$ cat config.mk
export PLATFORM = sky130hd
export DESIGN_NAME = branch_exec_top
export DESIGN_NICKNAME = d
export VERILOG_FILES = /design/src/logic/core_cfg_pkg.sv /design/src/logic/branch_pkg.sv /design/src/logic/branch_compare.sv /design/src/logic/branch_target.sv /design/src/logic/branch_unit.sv /design/src/logic/bimodal_table.sv /design/src/logic/branch_exec_top.sv
export SDC_FILE = /design/constraint.sdc
export NUM_CORES = 1
export LEC_CHECK = 0
export ABC_AREA = 1
export BUFFER_PORTS_ARGS = -buffer_cell sky130_fd_sc_hd__buf_4
export CAP_MARGIN = 20
export CORE_MARGIN = 2
export CORE_UTILIZATION = 54
export CTS_CLUSTER_DIAMETER = 50
export DETAILED_ROUTE_END_ITERATION = 7
export PLACE_DENSITY = 0.81
export REMOVE_ABC_BUFFERS = 1
export SYNTH_ARGS = -nofsm -noshare
export SYNTH_HDL_FRONTEND = slang
export SYNTH_SLANG_ARGS = --single-unit
export TNS_END_PERCENT = 100
$ cat constraint.sdc
create_clock -name cpu_clock_i -period 1.5 [get_ports cpu_clock_i]
set_input_delay 0 -clock cpu_clock_i [delete_from_list [all_inputs] [get_ports cpu_clock_i]]
set_output_delay 0 -clock cpu_clock_i [all_outputs]
set_load 0.005 [all_outputs]
$ cat src/logic/core_cfg_pkg.sv
// Core configuration package
// Data width, ROB and register tags, PC width rule

package core_cfg_pkg;

    // Integer datapath width
    localparam int XLEN = 32;

    // Tag widths shared by rename and commit
    localparam int ROB_ID_W  = 6;
    localparam int REG_TAG_W = 6;

    // ROB entry tag
    typedef logic [ROB_ID_W-1:0] rob_id_t;

    // Physical destination register tag
    typedef logic [REG_TAG_W-1:0] reg_tag_t;

    // PC bits kept in the pipeline
    // Halfword PC with compressed ops, word PC without
    function automatic int pc_bits(input bit c_ext);
        int width;
        width = c_ext ? 31 : 30;
        return width;
    endfunction

    // Widest PC, used where both cases share one field
    // Top bit unused when the C extension is off
    typedef logic [pc_bits(1'b1)-1:0] pc_t;

    // Full byte address
    typedef logic [XLEN-1:0] xword_t;

endpackage

$ cat src/logic/branch_pkg.sv
// Branch execution package
// Condition and kind encodings, issue, prediction, writeback and BTB update packets

package branch_pkg;

    // funct3 branch condition
    // Bit 0 negates, bit 1 unsigned, bit 2 magnitude compare
    typedef logic [2:0] bcond_t;

    // Bit positions inside bcond_t
    localparam int BC_NEG = 0;
    localparam int BC_UNS = 1;
    localparam int BC_MAG = 2;

    // Branch kind as held in the BTB
    typedef enum logic [1:0] {
        BT_COND = 2'b00,
        BT_CALL = 2'b01,
        BT_JUMP = 2'b10,
        BT_RET  = 2'b11
    } btype_t;

    // Issue packet for one control-flow micro-op
    typedef struct packed {
        core_cfg_pkg::xword_t   operand_1;
        core_cfg_pkg::xword_t   operand_2;
        core_cfg_pkg::xword_t   offset;
        core_cfg_pkg::pc_t      pc;
        logic                   auipc;
        logic                   call;
        logic                   ret;
        logic                   jal;
        logic                   jalr;
        bcond_t                 cond;
        logic                   ins_sz;     // 1 for a 16-bit op
        core_cfg_pkg::rob_id_t  rob_id;
        core_cfg_pkg::reg_tag_t dest;
    } bru_op_t;

    // Front-end prediction carried with the op
    typedef struct packed {
        logic              present;
        btype_t            btype;
        core_cfg_pkg::pc_t target;   // In PC units
        logic              way;
        logic [1:0]        bm_ctr;
    } btb_pred_t;

    // Writeback to the register file
    typedef struct packed {
        logic                   valid;
        core_cfg_pkg::reg_tag_t dest;
        core_cfg_pkg::xword_t   result;
        core_cfg_pkg::rob_id_t  rob_id;
    } wb_pkt_t;

    // Training packet for BTB, bimodal table and RAS
    typedef struct packed {
        core_cfg_pkg::pc_t    vpc;
        core_cfg_pkg::xword_t target;
        logic [1:0]           bm_ctr;
        logic                 taken;
        btype_t               btype;
        logic                 present;
        logic                 way;
        logic                 bm_mod;
        logic                 call_affirm;
        logic                 ret_affirm;
    } btb_upd_t;

endpackage

$ cat src/logic/branch_compare.sv
// Branch condition evaluation
// One shared 31-bit magnitude compare serves both signed and unsigned cases
`timescale 1ns/100ps

module branch_compare (
    input  core_cfg_pkg::xword_t operand_1_i,
    input  core_cfg_pkg::xword_t operand_2_i,
    input  branch_pkg::bcond_t   cond_i,
    output logic                 taken_o
);

    logic eq;
    logic gt_low;
    logic s1;
    logic s2;
    logic gt_s;
    logic gt_u;
    logic gt;
    logic lt;
    logic base;

    assign eq     = operand_1_i == operand_2_i;
    assign gt_low = operand_1_i[30:0] > operand_2_i[30:0];
    assign s1     = operand_1_i[31];
    assign s2     = operand_2_i[31];

    // Signs differ: the positive one is larger when signed
    // and the one with the top bit set is larger when unsigned
    assign gt_s = (s1 != s2) ? s2 : gt_low;
    assign gt_u = (s1 != s2) ? s1 : gt_low;

    assign gt = cond_i[branch_pkg::BC_UNS] ? gt_u : gt_s;
    assign lt = !(gt | eq);

    // BEQ/BLT/BLTU base, negation gives BNE/BGE/BGEU
    assign base    = cond_i[branch_pkg::BC_MAG] ? lt : eq;
    assign taken_o = base ^ cond_i[branch_pkg::BC_NEG];

endmodule

$ cat src/logic/branch_target.sv
// Branch target and link generation
// Also derives the fetch-block VPC used to key the BTB entry
`timescale 1ns/100ps

module branch_target #(
    parameter int   ENABLE_C_EXTENSION = 1,
    localparam int  PC_BITS = core_cfg_pkg::pc_bits(ENABLE_C_EXTENSION != 0)
) (
    input  branch_pkg::bru_op_t  op_i,
    input  logic                 taken_i,
    output core_cfg_pkg::xword_t target_o,
    output core_cfg_pkg::xword_t result_o,
    output logic [PC_BITS-1:0]   vpc_o
);

    core_cfg_pkg::xword_t pc_32;
    core_cfg_pkg::xword_t pc_const;
    core_cfg_pkg::xword_t pc_nx;
    core_cfg_pkg::xword_t base;
    core_cfg_pkg::xword_t addend;
    logic                 use_offset;

    // Byte address of the op
    assign pc_32 = (ENABLE_C_EXTENSION != 0) ? {op_i.pc, 1'b0} : {op_i.pc[29:0], 2'b00};

    // Instruction size, 2 only for compressed ops
    assign pc_const = ((ENABLE_C_EXTENSION != 0) && op_i.ins_sz) ? 32'd2 : 32'd4;

    // JALR is register relative, all else PC relative
    assign base = op_i.jalr ? op_i.operand_1 : pc_32;

    // Offset for jumps and taken branches, fall-through otherwise
    assign use_offset = (op_i.jal | op_i.jalr | taken_i) & !op_i.auipc;
    assign addend     = use_offset ? op_i.offset : pc_const;
    assign target_o   = base + addend;

    // Link address or AUIPC sum
    assign pc_nx    = pc_32 + pc_const;
    assign result_o = op_i.auipc ? pc_32 + op_i.offset : pc_nx;

    generate
        if (ENABLE_C_EXTENSION != 0) begin : g_vpc_half
            // A 16-bit op is keyed on the halfword after it
            // Last halfword of a block rolls over to the next block
            always_comb begin
                if (!op_i.ins_sz) begin
                    vpc_o = op_i.pc;
                end else begin
                    case (op_i.pc[1:0])
                        2'b00:   vpc_o = {op_i.pc[30:2], 2'b01};
                        2'b01:   vpc_o = {op_i.pc[30:2], 2'b10};
                        2'b10:   vpc_o = {op_i.pc[30:2], 2'b11};
                        default: vpc_o = {pc_nx[31:3], 2'b00};
                    endcase
                end
            end
        end else begin : g_vpc_word
            // Word PC keys the entry directly
            assign vpc_o = op_i.pc[PC_BITS-1:0];
        end
    endgenerate

endmodule

$ cat src/logic/branch_unit.sv
// Branch resolution stage
// Checks the BTB prediction, raises redirects and registers writeback and training
`timescale 1ns/100ps

module branch_unit #(
    parameter int   ENABLE_C_EXTENSION = 1,
    localparam int  PC_BITS = core_cfg_pkg::pc_bits(ENABLE_C_EXTENSION != 0)
) (
    input  logic                   cpu_clock_i,
    input  logic                   arst_n_i,
    input  logic                   valid_i,
    input  logic                   flush_i,
    input  branch_pkg::bru_op_t    op_i,
    input  branch_pkg::btb_pred_t  pred_i,
    input  logic                   taken_i,
    input  core_cfg_pkg::xword_t   target_i,
    input  core_cfg_pkg::xword_t   result_i,
    input  logic [PC_BITS-1:0]     vpc_i,
    output branch_pkg::wb_pkt_t    wb_o,
    output logic                   res_valid_o,
    output core_cfg_pkg::rob_id_t  rob_o,
    output logic                   excp_o,
    output branch_pkg::btb_upd_t   upd_o
);

    branch_pkg::btype_t btype;
    core_cfg_pkg::pc_t  pred_tgt;
    logic               go;
    logic               redirect;
    logic               miss_hit;
    logic               wrong_tgt;
    logic               wrong_type;
    logic               wrong_dir;
    logic               mispredict;
    logic               hit_ok;

    // Control state, reset
    logic wb_valid_q;
    logic bm_mod_q;
    logic call_q;
    logic ret_q;

    // Payload, not reset
    core_cfg_pkg::reg_tag_t dest_q;
    core_cfg_pkg::xword_t   result_q;
    core_cfg_pkg::pc_t      vpc_q;
    core_cfg_pkg::xword_t   target_q;
    logic [1:0]             bm_ctr_q;
    logic                   taken_q;
    branch_pkg::btype_t     btype_q;
    logic                   way_q;

    assign btype = op_i.call ? branch_pkg::BT_CALL :
                   op_i.ret  ? branch_pkg::BT_RET  :
                   (op_i.jal | op_i.jalr) ? branch_pkg::BT_JUMP : branch_pkg::BT_COND;

    assign go = valid_i & !flush_i;

    // AUIPC never leaves the sequential path
    assign redirect = !op_i.auipc & (taken_i | (btype != branch_pkg::BT_COND));

    // Predicted target back in halfword units for the compare
    assign pred_tgt = (ENABLE_C_EXTENSION != 0) ? pred_i.target :
                      {pred_i.target[29:0], 1'b0};

    // The four ways a prediction can be wrong
    assign miss_hit   = !pred_i.present & redirect;
    assign wrong_tgt  = pred_i.present & (pred_tgt != target_i[31:1]);
    assign wrong_type = pred_i.present & (btype != pred_i.btype);
    assign wrong_dir  = pred_i.present & (btype == branch_pkg::BT_COND) &
                        (redirect ^ pred_i.bm_ctr[1]);
    assign mispredict = miss_hit | wrong_tgt | wrong_type | wrong_dir;
    assign hit_ok     = pred_i.present & !mispredict;

    always_ff @(posedge cpu_clock_i or negedge arst_n_i) begin
        if (!arst_n_i) begin
            wb_valid_q  <= 1'b0;
            res_valid_o <= 1'b0;
            excp_o      <= 1'b0;
            bm_mod_q    <= 1'b0;
            call_q      <= 1'b0;
            ret_q       <= 1'b0;
        end else begin
            // Only jumps and AUIPC write a register, never x0
            wb_valid_q  <= go & (op_i.auipc | op_i.jal | op_i.jalr) & (op_i.dest != '0);
            res_valid_o <= go;
            excp_o      <= go & mispredict;
            // Training only on a fully correct hit
            bm_mod_q    <= go & hit_ok & !(op_i.call | op_i.ret);
            call_q      <= go & hit_ok & op_i.call;
            ret_q       <= go & hit_ok & op_i.ret;
        end
    end

    always_ff @(posedge cpu_clock_i) begin
        dest_q   <= op_i.dest;
        result_q <= result_i;
        rob_o    <= op_i.rob_id;
        vpc_q    <= core_cfg_pkg::pc_t'(vpc_i);
        target_q <= target_i;
        bm_ctr_q <= pred_i.bm_ctr;
        taken_q  <= redirect;
        btype_q  <= btype;
        way_q    <= pred_i.way;
    end

    assign wb_o = '{valid: wb_valid_q, dest: dest_q, result: result_q, rob_id: rob_o};

    // Present follows taken so a not-taken branch never allocates
    assign upd_o = '{
        vpc:         vpc_q,
        target:      target_q,
        bm_ctr:      bm_ctr_q,
        taken:       taken_q,
        btype:       btype_q,
        present:     taken_q,
        way:         way_q,
        bm_mod:      bm_mod_q,
        call_affirm: call_q,
        ret_affirm:  ret_q
    };

    // A redirect and a training strobe for the same op would corrupt the BTB
    a_excp_no_strobe: assert property (@(posedge cpu_clock_i) disable iff (!arst_n_i)
        excp_o |-> !(upd_o.bm_mod | upd_o.call_affirm | upd_o.ret_affirm));

    // RAS sees at most one affirm per op
    a_one_affirm: assert property (@(posedge cpu_clock_i) disable iff (!arst_n_i)
        !(upd_o.call_affirm & upd_o.ret_affirm));

    // Flushed ops leave no trace
    a_flush_quiet: assert property (@(posedge cpu_clock_i) disable iff (!arst_n_i)
        flush_i |=> !(res_valid_o | wb_o.valid | excp_o | upd_o.bm_mod |
                      upd_o.call_affirm | upd_o.ret_affirm));

endmodule

$ cat src/logic/bimodal_table.sv
// Bimodal direction predictor
// 2-bit saturating counters, combinational read, write on update strobe
`timescale 1ns/100ps

module bimodal_table #(
    parameter int   BM_ENTRIES = 16,
    localparam int  IDX_W = $clog2(BM_ENTRIES)
) (
    input  logic             cpu_clock_i,
    input  logic             arst_n_i,
    input  logic [IDX_W-1:0] rd_idx_i,
    output logic [1:0]       rd_ctr_o,
    input  logic             wr_en_i,
    input  logic [IDX_W-1:0] wr_idx_i,
    input  logic [1:0]       wr_ctr_i,
    input  logic             wr_taken_i
);

    logic [1:0] ctr_q [BM_ENTRIES];
    logic [1:0] ctr_nx;

    // Step the predicted value toward the outcome
    always_comb begin
        if (wr_taken_i) begin
            ctr_nx = (wr_ctr_i == 2'b11) ? 2'b11 : wr_ctr_i + 2'b01;
        end else begin
            ctr_nx = (wr_ctr_i == 2'b00) ? 2'b00 : wr_ctr_i - 2'b01;
        end
    end

    // All entries start weakly not-taken
    always_ff @(posedge cpu_clock_i or negedge arst_n_i) begin
        if (!arst_n_i) begin
            for (int i = 0; i < BM_ENTRIES; i++) begin
                ctr_q[i] <= 2'b01;
            end
        end else if (wr_en_i) begin
            ctr_q[wr_idx_i] <= ctr_nx;
        end
    end

    // No bypass, a write shows up on the next read
    assign rd_ctr_o = ctr_q[rd_idx_i];

    // Non power-of-two tables leave indices past the end
    a_wr_idx_range: assert property (@(posedge cpu_clock_i) disable iff (!arst_n_i)
        wr_en_i |-> (int'(wr_idx_i) < BM_ENTRIES));

endmodule

$ cat src/logic/branch_exec_top.sv
// Branch execution subsystem
// Compare, target, resolution and bimodal table with the training loop closed
`timescale 1ns/100ps

module branch_exec_top #(
    parameter int   ENABLE_C_EXTENSION = 1,
    parameter int   BM_ENTRIES = 16,
    localparam int  PC_BITS = core_cfg_pkg::pc_bits(ENABLE_C_EXTENSION != 0),
    localparam int  IDX_W = $clog2(BM_ENTRIES)
) (
    input  logic                   cpu_clock_i,
    input  logic                   arst_n_i,
    input  logic                   valid_i,
    input  logic                   flush_i,
    input  branch_pkg::bru_op_t    op_i,
    input  branch_pkg::btb_pred_t  pred_i,
    output branch_pkg::wb_pkt_t    wb_o,
    output logic                   res_valid_o,
    output core_cfg_pkg::rob_id_t  rob_o,
    output logic                   excp_o,
    output branch_pkg::btb_upd_t   upd_o,
    output logic [1:0]             bm_ctr_o
);

    logic                  taken;
    core_cfg_pkg::xword_t  target;
    core_cfg_pkg::xword_t  result;
    logic [PC_BITS-1:0]    vpc;
    branch_pkg::btb_pred_t pred_bm;

    // Direction comes from the local table, not the front end
    assign pred_bm = '{present: pred_i.present, btype: pred_i.btype,
                       target: pred_i.target, way: pred_i.way, bm_ctr: bm_ctr_o};

    branch_compare branch_compare_i (
        .operand_1_i (op_i.operand_1),
        .operand_2_i (op_i.operand_2),
        .cond_i      (op_i.cond),
        .taken_o     (taken)
    );

    branch_target #(.ENABLE_C_EXTENSION(ENABLE_C_EXTENSION)) branch_target_i (
        .op_i     (op_i),
        .taken_i  (taken),
        .target_o (target),
        .result_o (result),
        .vpc_o    (vpc)
    );

    branch_unit #(.ENABLE_C_EXTENSION(ENABLE_C_EXTENSION)) branch_unit_i (
        .cpu_clock_i (cpu_clock_i),
        .arst_n_i    (arst_n_i),
        .valid_i     (valid_i),
        .flush_i     (flush_i),
        .op_i        (op_i),
        .pred_i      (pred_bm),
        .taken_i     (taken),
        .target_i    (target),
        .result_i    (result),
        .vpc_i       (vpc),
        .wb_o        (wb_o),
        .res_valid_o (res_valid_o),
        .rob_o       (rob_o),
        .excp_o      (excp_o),
        .upd_o       (upd_o)
    );

    // Read by issuing PC, trained by the registered update
    bimodal_table #(.BM_ENTRIES(BM_ENTRIES)) bimodal_table_i (
        .cpu_clock_i (cpu_clock_i),
        .arst_n_i    (arst_n_i),
        .rd_idx_i    (op_i.pc[IDX_W-1:0]),
        .rd_ctr_o    (bm_ctr_o),
        .wr_en_i     (upd_o.bm_mod),
        .wr_idx_i    (upd_o.vpc[IDX_W-1:0]),
        .wr_ctr_i    (upd_o.bm_ctr),
        .wr_taken_i  (upd_o.taken)
    );

endmodule

==> reports/results.ini, run 1 <==
[outcome]
status = stopped before the end
failed_stage = 5_1_grt
stop_error = [ERROR GRT-0116] Global routing finished with congestion. Check the congestion regions in the DRC Viewer.

[floorplanning]
die_h_um = 149
die_x_um = 149
row_count = 53
start_util_pct = 54.4
floorplan.io_pins = 317

[clock_network]
cts_buffer_depth = 2
clock_sinks = 151
numCtsBuffers = 17
cts-root-buf = clkbuf_16
htreeDepth = 4

[global_route]
grt-ovfl-total = 111
grt_pass1_vias = 19900
grt_max_degree = 45
grt_usage_pct = 75.5
grt_pass1_wl_mm = 125

[placement]
io_buffers = 314
gp_congestion = 1.05
placed_cells = 2600
hpwl_mm = 36.9
dp_slack_ps = -3500

[synthesis]
yosys_warnings = 0
synth_cell_types = 56
synth_top_area_share_pct = 20.0
synth_edf_count = 0
synth_area_per_cell_um2 = 6.64
synthArstFlopShare_pct = 25.2
seq_area_frac_synth_pct = 28.5
synth_area_leader_cell = dfxtp_1
yosys-top-cells-count = nand2_1 (435), inv_1 (282), nor2_1 (186), o21ai_0 (126), dfxtp_1 (113)
ys_top_cells_by_area = dfxtp_1 (20%), nand2_1 (14%), ha_1 (11%), inv_1 (9.3%), nor2_1 (6.2%)
synth-seq-cells = 151
syn_inst = 1708
synth_area_um2 = 11300
synth_most_common_cell = nand2_1
synth_ff_type = dfxtp_1

-- logic make-up after synthesis --
kind of cell / count (synthesis) / synth area share, %
AO/OA/AOI/OAI: 289 / 13.9
multiplexers: 2 / 0.199
flip-flops: 151 / 28.5
AND/OR/NAND/NOR: 780 / 29.4
buffers and inverters: 325 / 11.3
adder cells (fa/ha/maj): 101 / 11.3
XOR/XNOR: 60 / 5.32
-- stage by stage --
| step | hold slack [ps] | cell area [µm²] |
|---|---|---|
| 2_1_floorplan | -296 | 11100 |
| 3_3_place_gp | -4.01 | 16500 |
| 3_5_place_dp | 0.00253 | 16500 |
| 4_1_cts | 3.58 | 19500 |
-- layer usage --
layer / overflow / global-route usage, %
met3: 1 / 59.9
met4: 50 / 76.8
met5: 0 / 21.8
met1: 2 / 74.1
met2: 58 / 93.8
-- what timing repair did --
item                                   in CTS
pin swaps                                 124
setup endpoints to repair                  79
cloned                                      1
setup buffers                              67
hold buffers                               30
endpoints found under the hold margin      70
resized for setup                         409
==> run 2, diff against run 1 <==
CORE_UTILIZATION = 40   (was 54)
CTS_CLUSTER_DIAMETER = default   (was 50)
PLACE_DENSITY = default   (was 0.81)
PLACE_DENSITY_LB_ADDON = 0.15   (was default)
==> run 2 against run 1 <==
Net effect: the flow now finishes, with violations (negative setup slack); synthesized cell count is the same; area after synthesis is the same.
==> reports/results.ini, run 2 <==
[outcome]
status = finished, violations left  ; was stopped before the end
violations = negative setup slack

[synthesis]
syn_inst = 1708  ; unchanged
synth_cell_types = 56  ; unchanged
seq_area_frac_synth_pct = 28.5  ; unchanged
synth_area_leader_cell = dfxtp_1  ; unchanged
synth_edf_count = 0  ; unchanged
synthArstFlopShare_pct = 25.2  ; unchanged
synth_top_area_share_pct = 20.0  ; unchanged
yosys-top-cells-count = nand2_1 (435), inv_1 (282), nor2_1 (186), o21ai_0 (126), dfxtp_1 (113)  ; unchanged
synth-seq-cells = 151  ; unchanged
synth_area_um2 = 11300  ; unchanged
ys_top_cells_by_area = dfxtp_1 (20%), nand2_1 (14%), ha_1 (11%), inv_1 (9.3%), nor2_1 (6.2%)  ; unchanged
synth_most_common_cell = nand2_1  ; unchanged
synth_ff_type = dfxtp_1  ; unchanged
synth_area_per_cell_um2 = 6.64  ; unchanged
yosys_warnings = 0  ; unchanged

[final_layout]
fin_util_pct = 74.3
finalNetCount = 2770
layout_commonest_cell = buf_4
area_growth_syn_to_layout_pct = 82.7
top_regs = bimodal_table_i.ctr_q: 32 flops, branch_unit_i.result_q: 32 flops, branch_unit_i.target_q: 32 flops
drive_above_1_share_pct = 48.5
stdcell_area_um2 = 20700
final_cell_mix = buf_4 (675), nand2_1 (328), inv_1 (245), nor2_1 (129), dfxtp_1 (113)

[worst_setup_path]
rr_worst_depth = 11
cpLargestDelayFamily = simple AND/OR/NAND/NOR gates
cp-start-kind = input port
cp.required_ps = 1860
r2r_slack_ps = -170
max_stage_delay_ps = 400
crit_path_frequent_cell = nand2_1
crit_path_end_kind = flip-flop
r2r_end = branch_unit_i.ret_q
crit_slowest_cell = or3b_4
critical_path_class = in -> reg
path_buf_inv = 6
worstPathArrival_ps = 4590
crit_fanout = 8
r2r-start = bimodal_table_i.ctr_q[29]

[clock_network]
insertion_delay_ps = 440
clock_sinks = 151  ; unchanged
htreeDepth = 4  ; unchanged
cts_tree = yes
cts_buffer_depth = 2  ; unchanged
cts-root-buf = clkbuf_16  ; unchanged
path_clk_slew_ps = 70
numCtsBuffers = 17  ; unchanged

[routing]
vias = 14500
wire_per_inst_um = 17.8
routed_wl_mm = 51.3
vias_per_cell = 5.05
drc = 0
dr.pass1.iters = 7
drt_iter0_drc = 954
ant_nets = 0

[sta]
maxSlewHeadroom_pct = 58.5
worst_slack_ps = -2730
min_period_ps = 4230
max_freq_mhz = 237
rsz0062_at_grt = yes
worst_pin_slew_ps = 616
setup_viol = 85
holdWs_ps = 4.42
fin_skew_ps = 9.55
slew_viol_final = 0
period_share_pct = 282
final_hold_viol_count = 0

[hold_path]
min_path_type = in -> reg
min_from = op_i[33]
whs_endpoint = branch_unit_i.result_q[13]
hold_depth = 5

[floorplanning]
core-area_um2 = 27900
row_count = 61  ; was 53
die_x_um = 172  ; was 149 µm
die-area_um2 = 29700
die_h_um = 172  ; was 149 µm
start_util_pct = 40.7  ; was 54.4%
floorplan.io_pins = 317  ; unchanged

[pwr]
p_leak_uw = 0.0107
peakVddDrop_mv = 0.722
total_power_uw = 16100
p_per_area_nw_per_um2 = 778

[global_route]
grt-ovfl-total = 0
antenna_found_initial = 2
grt_usage_pct = 32.5
grt_pass1_wl_mm = 72.9
grt_max_degree = 45
grt_pass1_vias = 14300

[placement]
hpwl_mm = 37.5  ; was 36.9 mm
io_buffers = 314  ; unchanged
gp_congestion = 0.920  ; was 1.05
dp_slack_ps = -3760  ; was -3500 ps
placed_area_um2 = 16800  ; was 16500 µm²

[job]
max_cap_violations = 0

## run 2: logic make-up (layout without fill, tap and decap cells)
family | Yosys count | after routing | share of synthesized area [%]
mux | 2 | 2 | 0.199
flops | 151 | 151 | 28.5
other cells | 0 | 2 | 0
fa+ha+maj | 101 | 101 | 11.3
buf+inv | 325 | 1110 | 11.3
xor+xnor | 60 | 60 | 5.32
compound gates | 289 | 289 | 13.9
simple gates | 780 | 780 | 29.4
## run 2: layout make-up
class	instances	area [µm²]
multi-input combinational	1232	8850
fill	2148	7150
timing repair buffer	794	6480
sequential	151	3230
inverter	284	1090
tap	378	473
clock buffer	18	439
clock inverter	14	131
antenna	2	5.00
## run 2: routing by layer
| layer | vias up | routed length, µm | share of wire, % | global-route usage [%] |
|---|---|---|---|---|
| li1 | 6994 | - | - | - |
| met1 | 6668 | 19200 | 37 | 35.6 |
| met5 | - | 16 | 0.031 | 0 |
| met3 | 197 | 3840 | 7.5 | 6.84 |
| met2 | 650 | 24800 | 48 | 56.9 |
| met4 | 2 | 3360 | 6.6 | 21.0 |
## run 2: power by group
group / internal (µW) / leakage, µW / switching [µW]
clock network: 2240 / 0.000283 / 2080
registers: 4480 / 0.00142 / 163
logic: 3690 / 0.00895 / 3450
total: 10400 / 0.0107 / 5690
## run 2: worst max path at each step
stage / from / to / slack [ps] / cells past startpoint
after detailed placement: op_i[140] / branch_unit_i.ret_q / -3760 / 36
after global routing: op_i[89] / branch_unit_i.ret_q / -3010 / 35
after CTS: op_i[140] / branch_unit_i.ret_q / -2580 / 34
after global placement: op_i[142] / branch_unit_i.ret_q / -3660 / 36
final: op_i[89] / branch_unit_i.ret_q / -2730 / 32
after floorplan: op_i[106] / branch_unit_i.bm_mod_q / -2670 / 32
## run 2: repair_timing
item                       CTS  global route
pin swaps                  165           133
hold endpoints to repair    74             0
cloned                       0             1
setup endpoints to repair   81            85
setup buffers               62            43
hold buffers                34             0
gates resized for setup    413           203
## run 2: worst reg2reg max path, delay by kind of cell, from the launching register on
family                 cells  cell delay (ps)
flip-flops                 1              360
AO/OA/AOI/OAI              2              150
AND/OR/NAND/NOR            7              830
buffers and inverters      2              200
## run 2: per-stage QoR
step	TNS, ps	cells
3_3_place_gp	-131460	2725
4_1_cts	-66730	2846
5_1_grt	-89390	2872
6_report	-76140	2873
3_5_place_dp	-135030	2725
2_1_floorplan	-85960	1667
(Power assumes the default switching activity.)
